<file path="src/source/video_pkg.sv">
// video timing constants, screen coordinate, colour index and layer result types
`default_nettype none

package video_pkg;

	// ==============================
	// 640x480 at 60 hz
	// ==============================

	// horizontal, in pixel periods
	localparam int H_VISIBLE = 640;
	localparam int H_FRONT   = 16;
	localparam int H_SYNC    = 96;
	localparam int H_TOTAL   = 800;

	// vertical, in lines
	localparam int V_VISIBLE = 480;
	localparam int V_FRONT   = 10;
	localparam int V_SYNC    = 2;
	localparam int V_TOTAL   = 525;

	// background changes colour at this row
	localparam int BG_SPLIT_ROW = 240;

	// ==============================
	// pixel types
	// ==============================

	// screen coordinate, covers the full 800 x 525 scan
	typedef logic [9:0] coord_t;

	// 12-bit dac colour, red on top
	typedef struct packed {
		logic [3:0] red;
		logic [3:0] green;
		logic [3:0] blue;
	} rgb_t;

	// bits 3..1 pick a palette entry, bit 0 picks fg or bg half
	typedef logic [3:0] color_idx_t;

	// transparent, never drawn
	localparam color_idx_t COLOR_NONE = 4'd15;

	// result of one object scanner for one pixel
	typedef struct packed {
		logic       hit;
		color_idx_t color;
	} layer_hit_t;

endpackage

`default_nettype wire

</file>
<file path="src/source/regmap_pkg.sv">
// avalon request struct, object and palette entry layouts, register word union, address map
`default_nettype none

package regmap_pkg;

	// avalon-mm slave inputs, one bundle
	typedef struct packed {
		logic        cs;
		logic        read;
		logic        write;
		logic [3:0]  byte_en;
		logic [8:0]  addr;
		logic [31:0] writedata;
	} avl_req_t;

	// object table word
	// kind 0 = empty slot, kind[1:0] = size code
	typedef struct packed {
		logic [5:0]            kind;
		video_pkg::coord_t     x;
		video_pkg::coord_t     y;
		video_pkg::color_idx_t color;
		logic [1:0]            spare;
	} obj_entry_t;

	// palette word, fg in 24..13, bg in 12..1
	typedef struct packed {
		logic [6:0]      rsvd_hi;
		video_pkg::rgb_t fg;
		video_pkg::rgb_t bg;
		logic            rsvd_lo;
	} palette_entry_t;

	// same 32-bit stored word, seen as object or palette entry
	typedef union packed {
		obj_entry_t     obj;
		palette_entry_t pal;
	} reg_word_u;

	// ==============================
	// address map
	// ==============================

	// addr[8] low = object table, high = palette
	localparam int ADDR_SEL_BIT = 8;

	// smallest object edge, size = base << kind[1:0]
	localparam int OBJ_SIZE_BASE = 8;

endpackage

`default_nettype wire

</file>
<file path="src/source/avalon_regs.sv">
// avalon-mm slave with object table, palette, byte-lane writes and one-cycle readback
`default_nettype none
`timescale 1ns/1ps

module avalon_regs #(
	parameter int NUM_OBJECTS = 8,
	parameter int NUM_PALETTE = 8
) (
	input  wire                    CLK,
	input  wire                    RESET,
	input  wire regmap_pkg::avl_req_t avl,
	output logic [31:0]            readdata,
	output regmap_pkg::reg_word_u  objects [NUM_OBJECTS],
	output regmap_pkg::reg_word_u  palette [NUM_PALETTE]
);

	localparam int OBJ_IDX_W = (NUM_OBJECTS > 1) ? $clog2(NUM_OBJECTS) : 1;

	// decoded strobes
	logic                 wr_obj;
	logic                 wr_pal;
	logic                 rd_en;
	logic [OBJ_IDX_W-1:0] obj_idx;
	logic [2:0]           pal_idx;
	logic [31:0]          rd_word;

	// replace only the lanes with their enable set
	function automatic logic [31:0] merge_lanes(
		input logic [31:0] old_word,
		input logic [31:0] new_word,
		input logic [3:0]  byte_en
	);
		logic [31:0] merged;
		merged = old_word;
		for (int b = 0; b < 4; b++) begin
			if (byte_en[b]) begin
				merged[b*8 +: 8] = new_word[b*8 +: 8];
			end
		end
		return merged;
	endfunction

	// ==============================
	// address decode
	// ==============================

	// object index wraps on table size
	assign obj_idx = OBJ_IDX_W'(avl.addr % NUM_OBJECTS);
	// palette only looks at the low 3 bits
	assign pal_idx = avl.addr[2:0];

	assign wr_obj = avl.cs & avl.write & ~avl.addr[regmap_pkg::ADDR_SEL_BIT];
	assign wr_pal = avl.cs & avl.write & avl.addr[regmap_pkg::ADDR_SEL_BIT];
	assign rd_en  = avl.cs & avl.read;

	// readback source
	assign rd_word = avl.addr[regmap_pkg::ADDR_SEL_BIT] ? palette[pal_idx] : objects[obj_idx];

	// ==============================
	// storage and readback
	// ==============================

	always_ff @(posedge CLK) begin
		if (RESET) begin
			// empty table, black palette
			for (int i = 0; i < NUM_OBJECTS; i++) begin
				objects[i] <= '0;
			end
			for (int i = 0; i < NUM_PALETTE; i++) begin
				palette[i] <= '0;
			end
			readdata <= '0;
		end else begin
			if (wr_obj) begin
				objects[obj_idx] <= merge_lanes(objects[obj_idx], avl.writedata, avl.byte_en);
			end
			if (wr_pal) begin
				palette[pal_idx] <= merge_lanes(palette[pal_idx], avl.writedata, avl.byte_en);
			end
			// read latency of one, value held until next read
			if (rd_en) begin
				readdata <= rd_word;
			end
		end
	end

	// master never issues read and write in the same selected cycle
	a_no_read_write: assert property (
		@(posedge CLK) disable iff (RESET)
		avl.cs |-> !(avl.read && avl.write)
	) else $error("avalon read and write asserted together");

endmodule

`default_nettype wire

</file>
<file path="src/source/layer_mixer.sv">
// group priority, row background, palette lookup and registered blanked colour output
`default_nettype none
`timescale 1ns/1ps

module layer_mixer #(
	parameter int NUM_PALETTE = 8
) (
	input  wire                        CLK,
	input  wire                        RESET,
	input  wire                        pix_en,
	input  wire                        blank_now,
	input  wire video_pkg::coord_t     row,
	input  wire video_pkg::layer_hit_t hit_a,
	input  wire video_pkg::layer_hit_t hit_b,
	input  wire regmap_pkg::reg_word_u palette [NUM_PALETTE],
	output video_pkg::rgb_t            rgb
);

	// background indices, both fg halves
	localparam video_pkg::color_idx_t BG_TOP_IDX    = 4'd7;
	localparam video_pkg::color_idx_t BG_BOTTOM_IDX = 4'd3;

	// stage 1 copies, line up with scanner results
	logic                       blank_q;
	video_pkg::coord_t          row_q;

	video_pkg::color_idx_t      sel_idx;
	regmap_pkg::palette_entry_t sel_entry;
	video_pkg::rgb_t            sel_rgb;

	// ==============================
	// colour select
	// ==============================

	// group a, then group b, then background
	always_comb begin
		if (hit_a.hit) begin
			sel_idx = hit_a.color;
		end else if (hit_b.hit) begin
			sel_idx = hit_b.color;
		end else if (row_q < video_pkg::BG_SPLIT_ROW) begin
			sel_idx = BG_TOP_IDX;
		end else begin
			sel_idx = BG_BOTTOM_IDX;
		end
	end

	// entry from index bits 3..1
	assign sel_entry = palette[sel_idx[3:1]].pal;
	// odd index = fg half
	assign sel_rgb   = sel_idx[0] ? sel_entry.fg : sel_entry.bg;

	// second pixel stage
	always_ff @(posedge CLK) begin
		if (RESET) begin
			blank_q <= 1'b0;
			row_q   <= '0;
			rgb     <= '0;
		end else if (pix_en) begin
			blank_q <= blank_now;
			row_q   <= row;
			// black outside the visible area
			rgb     <= blank_q ? sel_rgb : '0;
		end
	end

	// pixel blanked at the input is black once through both stages
	a_black_when_blanked: assert property (
		@(posedge CLK) disable iff (RESET)
		(pix_en && !$past(blank_now, 2)) |=> (rgb == '0)
	) else $error("colour driven during blanking");

endmodule

`default_nettype wire

</file>
<file path="src/source/object_scanner.sv">
// priority hit test of one object group against the current scan position
`default_nettype none
`timescale 1ns/1ps

module object_scanner #(
	parameter int FIRST_INDEX = 0,
	parameter int GROUP_SIZE  = 4,
	parameter int NUM_OBJECTS = 8
) (
	input  wire                       CLK,
	input  wire                       RESET,
	input  wire                       pix_en,
	input  wire video_pkg::coord_t    draw_x,
	input  wire video_pkg::coord_t    draw_y,
	input  wire regmap_pkg::reg_word_u objects [NUM_OBJECTS],
	output video_pkg::layer_hit_t     hit
);

	video_pkg::layer_hit_t hit_next;

	// square covers the pixel, visible and not empty
	function automatic logic obj_covers(
		input regmap_pkg::obj_entry_t obj,
		input video_pkg::coord_t      px,
		input video_pkg::coord_t      py
	);
		logic [10:0] size;
		logic [10:0] x_end;
		logic [10:0] y_end;
		logic        in_x;
		logic        in_y;
		// 8, 16, 32 or 64
		size  = 11'(regmap_pkg::OBJ_SIZE_BASE) << obj.kind[1:0];
		// 11 bits so x + size past 1023 does not wrap
		x_end = {1'b0, obj.x} + size;
		y_end = {1'b0, obj.y} + size;
		in_x  = (px >= obj.x) && ({1'b0, px} < x_end);
		in_y  = (py >= obj.y) && ({1'b0, py} < y_end);
		return (obj.kind != '0) && (obj.color != video_pkg::COLOR_NONE) && in_x && in_y;
	endfunction

	// walk from the top of the group down
	// lowest index is written last and wins
	always_comb begin
		hit_next = '0;
		for (int i = GROUP_SIZE - 1; i >= 0; i--) begin
			if (obj_covers(objects[FIRST_INDEX + i].obj, draw_x, draw_y)) begin
				hit_next.hit   = 1'b1;
				hit_next.color = objects[FIRST_INDEX + i].obj.color;
			end
		end
	end

	// first pixel stage
	always_ff @(posedge CLK) begin
		if (RESET) begin
			hit <= '0;
		end else if (pix_en) begin
			hit <= hit_next;
		end
	end

endmodule

`default_nettype wire

</file>
<file path="src/source/sprite_display_top.sv">
// sprite display top level with register file, timing, two scanners and layer mixer
`default_nettype none
`timescale 1ns/1ps

module sprite_display_top #(
	parameter int NUM_OBJECTS = 8,
	parameter int GROUP_SIZE  = 4,
	parameter int NUM_PALETTE = 8,
	parameter int PIPE_DEPTH  = 2
) (
	input  wire                       CLK,
	input  wire                       RESET,
	input  wire regmap_pkg::avl_req_t avl,
	output logic [31:0]               readdata,
	output logic [3:0]                red,
	output logic [3:0]                green,
	output logic [3:0]                blue,
	output logic                      hs,
	output logic                      vs,
	output logic                      blank,
	output logic                      pixel_clk
);

	regmap_pkg::reg_word_u objects [NUM_OBJECTS];
	regmap_pkg::reg_word_u palette [NUM_PALETTE];

	logic                  pix_en;
	logic                  blank_now;
	video_pkg::coord_t     draw_x;
	video_pkg::coord_t     draw_y;
	video_pkg::layer_hit_t hit_a;
	video_pkg::layer_hit_t hit_b;
	video_pkg::rgb_t       rgb;

	// ==============================
	// bus side
	// ==============================

	avalon_regs #(
		.NUM_OBJECTS(NUM_OBJECTS),
		.NUM_PALETTE(NUM_PALETTE)
	) i_avalon_regs (
		.CLK     (CLK),
		.RESET   (RESET),
		.avl     (avl),
		.readdata(readdata),
		.objects (objects),
		.palette (palette)
	);

	// ==============================
	// pixel side
	// ==============================

	vga_timing #(
		.PIPE_DEPTH(PIPE_DEPTH)
	) i_vga_timing (
		.CLK      (CLK),
		.RESET    (RESET),
		.pix_en   (pix_en),
		.draw_x   (draw_x),
		.draw_y   (draw_y),
		.blank_now(blank_now),
		.hs       (hs),
		.vs       (vs),
		.blank    (blank),
		.pixel_clk(pixel_clk)
	);

	// group 0, objects 0..3, wins in the mixer
	object_scanner #(
		.FIRST_INDEX(0),
		.GROUP_SIZE (GROUP_SIZE),
		.NUM_OBJECTS(NUM_OBJECTS)
	) i_scanner_a (
		.CLK    (CLK),
		.RESET  (RESET),
		.pix_en (pix_en),
		.draw_x (draw_x),
		.draw_y (draw_y),
		.objects(objects),
		.hit    (hit_a)
	);

	// group 1, objects 4..7
	object_scanner #(
		.FIRST_INDEX(GROUP_SIZE),
		.GROUP_SIZE (GROUP_SIZE),
		.NUM_OBJECTS(NUM_OBJECTS)
	) i_scanner_b (
		.CLK    (CLK),
		.RESET  (RESET),
		.pix_en (pix_en),
		.draw_x (draw_x),
		.draw_y (draw_y),
		.objects(objects),
		.hit    (hit_b)
	);

	layer_mixer #(
		.NUM_PALETTE(NUM_PALETTE)
	) i_layer_mixer (
		.CLK      (CLK),
		.RESET    (RESET),
		.pix_en   (pix_en),
		.blank_now(blank_now),
		.row      (draw_y),
		.hit_a    (hit_a),
		.hit_b    (hit_b),
		.palette  (palette),
		.rgb      (rgb)
	);

	// split colour to the dac pins
	assign red   = rgb.red;
	assign green = rgb.green;
	assign blue  = rgb.blue;

endmodule

`default_nettype wire

</file>
<file path="src/source/vga_timing.sv">
// pixel enable, scan counters, sync and blank generation with pipeline-aligned outputs
`default_nettype none
`timescale 1ns/1ps

module vga_timing #(
	parameter int PIPE_DEPTH = 2
) (
	input  wire               CLK,
	input  wire               RESET,
	output logic              pix_en,
	output video_pkg::coord_t draw_x,
	output video_pkg::coord_t draw_y,
	output logic              blank_now,
	output logic              hs,
	output logic              vs,
	output logic              blank,
	output logic              pixel_clk
);

	// sync and blank of one pixel travel together
	typedef struct packed {
		logic hs;
		logic vs;
		logic blank;
	} sync_t;

	logic  pix_phase;
	sync_t sync_now;
	sync_t sync_pipe [PIPE_DEPTH];

	// ==============================
	// pixel rate, clk / 2
	// ==============================

	// pixel_clk rises together with pix_en
	assign pix_en    = pix_phase;
	assign pixel_clk = pix_phase;

	// scan counters, draw_x / draw_y are the counters
	always_ff @(posedge CLK) begin
		if (RESET) begin
			pix_phase <= 1'b0;
			draw_x    <= '0;
			draw_y    <= '0;
		end else begin
			pix_phase <= ~pix_phase;
			if (pix_en) begin
				if (draw_x == video_pkg::coord_t'(video_pkg::H_TOTAL - 1)) begin
					draw_x <= '0;
					// end of line, step row
					if (draw_y == video_pkg::coord_t'(video_pkg::V_TOTAL - 1)) begin
						draw_y <= '0;
					end else begin
						draw_y <= draw_y + 1'b1;
					end
				end else begin
					draw_x <= draw_x + 1'b1;
				end
			end
		end
	end

	// ==============================
	// sync and blank
	// ==============================

	// active low pulses after the front porch
	assign sync_now.hs = !((draw_x >= video_pkg::H_VISIBLE + video_pkg::H_FRONT) &&
		(draw_x < video_pkg::H_VISIBLE + video_pkg::H_FRONT + video_pkg::H_SYNC));
	assign sync_now.vs = !((draw_y >= video_pkg::V_VISIBLE + video_pkg::V_FRONT) &&
		(draw_y < video_pkg::V_VISIBLE + video_pkg::V_FRONT + video_pkg::V_SYNC));
	// high = visible
	assign sync_now.blank = (draw_x < video_pkg::H_VISIBLE) && (draw_y < video_pkg::V_VISIBLE);

	assign blank_now = sync_now.blank;

	// delay to match scanner + mixer stages
	always_ff @(posedge CLK) begin
		if (RESET) begin
			for (int i = 0; i < PIPE_DEPTH; i++) begin
				sync_pipe[i] <= '{hs: 1'b1, vs: 1'b1, blank: 1'b0};
			end
		end else if (pix_en) begin
			sync_pipe[0] <= sync_now;
			for (int i = 1; i < PIPE_DEPTH; i++) begin
				sync_pipe[i] <= sync_pipe[i-1];
			end
		end
	end

	assign hs    = sync_pipe[PIPE_DEPTH-1].hs;
	assign vs    = sync_pipe[PIPE_DEPTH-1].vs;
	assign blank = sync_pipe[PIPE_DEPTH-1].blank;

	// counters wrap before the frame size
	a_counters_in_range: assert property (
		@(posedge CLK) disable iff (RESET)
		(draw_x < video_pkg::H_TOTAL) && (draw_y < video_pkg::V_TOTAL)
	) else $error("scan counter out of range");

endmodule

`default_nettype wire

</file>
<file path="config.mk">
export PLATFORM = sky130hd
export DESIGN_NAME = sprite_display_top
export DESIGN_NICKNAME = d
export VERILOG_FILES = /design/src/source/video_pkg.sv /design/src/source/regmap_pkg.sv /design/src/source/avalon_regs.sv /design/src/source/layer_mixer.sv /design/src/source/object_scanner.sv /design/src/source/sprite_display_top.sv /design/src/source/vga_timing.sv
export SDC_FILE = /design/constraint.sdc
export NUM_CORES = 2
export LEC_CHECK = 0
export BUFFER_PORTS_ARGS = -buffer_cell sky130_fd_sc_hd__buf_2
export CELL_PAD_IN_SITES_DETAIL_PLACEMENT = 1
export CELL_PAD_IN_SITES_GLOBAL_PLACEMENT = 2
export CORE_ASPECT_RATIO = 1.5
export CORE_MARGIN = 2
export CORE_UTILIZATION = 30
export CTS_CLUSTER_DIAMETER = 60
export DETAILED_ROUTE_END_ITERATION = 10
export HOLD_SLACK_MARGIN = 0.05
export PLACE_DENSITY_LB_ADDON = 0.1
export SLEW_MARGIN = 20
export SYNTH_ARGS = -nofsm -noshare
export SYNTH_HDL_FRONTEND = slang
export SYNTH_HIERARCHICAL = 1
export SYNTH_SLANG_ARGS = --single-unit
export TNS_END_PERCENT = 10
</file>
<file path="constraint.sdc">
create_clock -name CLK -period 10.85 [get_ports CLK]
set_input_delay 2.17 -clock CLK [delete_from_list [all_inputs] [get_ports CLK]]
set_output_delay 2.17 -clock CLK [all_outputs]
set_load 0.02 [all_outputs]
</file>
==> impl_metrics.ini <==
[final_layout]
utilization = 0.336
areaGrowthSynthToFinish_pct = 11.6
fillCellCount = 15500
design_area_sq_um = 45100
fin_nets = 4934
ff_latch_area_sq_um = 12100
drive_above_1_share = 0.112
multi_input_area_sq_um = 26000

[grt]
grt.total_usage = 0.292
grt_pass1_wl_mm = 292
grt_max_degree = 164
grt.overflow.total = 0
grt_antenna_before_repair = 5
grt_pass1_vias = 38500

[synth]
seq_area_frac_synth = 0.299
yosysMostFrequentCell = dfxtp_1
syn_nets = 4998
synth_top_area_frac = 0.294
synth_ff_type = dfxtp_1
yosys_warnings = 6
synth_area_sq_um = 40400
synthTopCellsByArea = dfxtp_1 (29%), ha_1 (10%), nand3b_1 (9.0%)
async_reset_ff_frac = 0
ys_types = 116
synthTopCellsByCount = dfxtp_1 (594), nand3b_1 (483), nand2_1 (374)
ys_seq_elements = 600
synth_enable_flop_cells = 6
synthCells = 4599
syn-mean-instance-area_sq_um = 8.79
yosysTopAreaCell = dfxtp_1

[cts]
cts_sinks = 600
clk_pin_slew_worst_paths_ns = 0.06
cts_root_buf = clkbuf_16
clock_path_buffers = 3
cts_max_level = 3
cts_buffers = 80
postCtsHoldBufs = 0
cts_setup_buffers = 0
cts_resized = 0
insertion_delay_ns = 0.73
cts_tree = done

[worst_hold_path]
hold_path_class = flip-flop to flip-flop
min_to = i_avalon_regs/palette[155]
holdPathStages = 2
hp-start = i_avalon_regs/palette[155]

[critical_path]
r2r_cells = 15
cp-start-kind = input pin
arrival_ns = 6.05
r2r-end = i_scanner_b/hit[2]
required_ns = 11.41
crit_chain = buf_4, buf_4, or2_2, buf_4, o22ai_1, a21oi_1, o21ai_0
timing.rr.start = i_avalon_regs/objects[91]
worstSetupEndpointType = flip-flop
critPathSlowestCell = a21oi_1
cpMostUsedCell = buf_4
max_stage_delay_ns = 0.80
critical_path_peak_fanout = 40
r2r_slack_ns = 5.94
worst-setup-path-type = input pin to flip-flop

[placed_design]
post-dp-hpwl_mm = 144
placed_cell_area_sq_um = 42400
port_buffers = 92
gp_congestion = 0.867

[floorplanning]
die_h_microns = 454
core_sq_um = 134000
io_pins = 98
start_util = 0.301
die_area_sq_um = 138000
num_rows = 165
die_x_microns = 304

[power]
power.density_nw_per_um2 = 126
leakage_uw = 0.0162
p_clk_frac = 0.488
ir_worst_vdd_mv = 0.115
p_seq_frac = 0.397
p_comb_frac = 0.114
switching_share = 0.292
switchingPower_uw = 1670
p_int_uw = 4030

[sta]
rsz0062_at_grt = false
maxSlewViolCount = 0
finalSetupViolCount = 0
final.period_utilization = 0.506
fmax_mhz = 182
min_period_ns = 5.49
hold_viol = 0
tightest_slew_ns = 1.16
fin_tns_setup_ns = 0
skew_ns = 0.0416
slew_headroom = 0.227

[route]
drtAntennaViolNets = 0
via_per_inst = 5.94
first_pass_iters = 5
routed_wl_mm = 204
drt_iter0_markers = 2573
drc = 0
vias = 37700
wl_per_cell_microns = 32.2

[outcome]
status = finished, final reports clean

[run]
cap_violations = 0
-- area by class of cell --
type                            instances  area share
Tap cell                             1753      0.0486
Clock inverter                         29     0.00807
Clock buffer                          112      0.0513
Antenna cell                            1   0.0000555
Multi-Input combinational cell       3403       0.575
Inverter                              264      0.0220
Timing Repair Buffer                  186      0.0270
Sequential cell                       600       0.268
-- per-stage QoR --
step	cells	hold slack [ns]	power, uW	setup WS, ns
after CTS	6347	0.458	5760	5.47
final	6348	0.454	5700	5.36
after floorplan	4599	0.429	2680	7.11
after detailed placement	6206	0.449	2960	4.70
after global placement	6206	0.439	2960	4.59
after global routing	6347	0.482	5880	5.48
-- kinds of logic (layout without fill, tap and decap cells) --
logic type,after synthesis,after routing,share of synthesized area
compound gates,1391,1391,0.254
xor+xnor,97,97,0.0210
fa+ha+maj,350,350,0.110
buf+inv,596,591,0.0642
flops,600,600,0.299
mux,173,173,0.0521
other cells,0,1,0
simple gates,1392,1392,0.200
-- flip-flops by register name, indices dropped and copies added, names as in the netlist --
signal                  flops
i_avalon_regs/readdata     32
i_avalon_regs/palette     256
i_scanner_b/hit             5
i_vga_timing/sync_pipe      6
i_vga_timing/draw_y        10
i_scanner_a/hit             5
i_layer_mixer/blank_q       1
i_layer_mixer/rgb          12
i_avalon_regs/objects     256
i_vga_timing/draw_x        10
i_layer_mixer/row_q         6
i_vga_timing/pix_en         1
-- metal layers --
metal,global-route usage,part of all wire
met5,0,0.000064
met4,0.154,0.057
met3,0.0284,0.033
met2,0.535,0.51
met1,0.335,0.40
-- worst max-delay path: cells and delay by family --
kind            cells  cell delay (ns)
simple gates        1             0.75
compound gates      3             1.19
buf+inv             3             1.78
-- how the worst max path moves through the flow --
| stage | start | end | slack, ns |
|---|---|---|---|
| 6_report | avl[33] | i_avalon_regs/readdata[16] | 5.36 |
| 5_1_grt | avl[33] | i_avalon_regs/readdata[18] | 5.48 |
| 4_1_cts | avl[33] | i_avalon_regs/readdata[16] | 5.47 |
| 3_5_place_dp | avl[33] | i_avalon_regs/readdata[16] | 4.70 |
| 3_3_place_gp | avl[33] | i_avalon_regs/objects[117] | 4.59 |
| 2_1_floorplan | avl[34] | i_avalon_regs/palette[219] | 7.11 |
-- power by group through the flow --
| stage | clock network (uW) | logic [uW] | registers [uW] |
|---|---|---|---|
| floorplan | 0 | 384 | 2300 |
| global placement | 0 | 650 | 2310 |
| detailed placement | 0 | 652 | 2310 |
| CTS | 2850 | 655 | 2260 |
| global route | 2930 | 686 | 2260 |
| finish | 2780 | 652 | 2260 |
-- layout by cell type, fill, tap and decap left out, types with 23 or more instances in the layout --
master,Yosys,layout
a211oi_1,33,33
mux2i_1,120,120
buf_4,13,94
nor4_1,55,52
o21ai_0,235,233
inv_1,263,261
nor2_1,142,138
nand3_1,72,72
o221ai_1,60,60
nand2_1,374,357
dfxtp_1,594,593
nand2b_1,55,55
o22ai_1,69,69
a221o_1,82,82
clkbuf_16,0,82
a31oi_1,27,27
nand4_1,26,26
xnor2_1,77,77
nor3_1,46,43
o21ai_1,26,27
o211ai_1,45,45
mux4_2,27,27
ha_1,337,337
nand3b_1,483,483
a211oi_4,23,23
o31ai_1,291,290
nor2b_1,43,39
a21oi_1,215,213
a21o_1,62,61
buf_2,76,88
(Power assumes the default switching activity.)
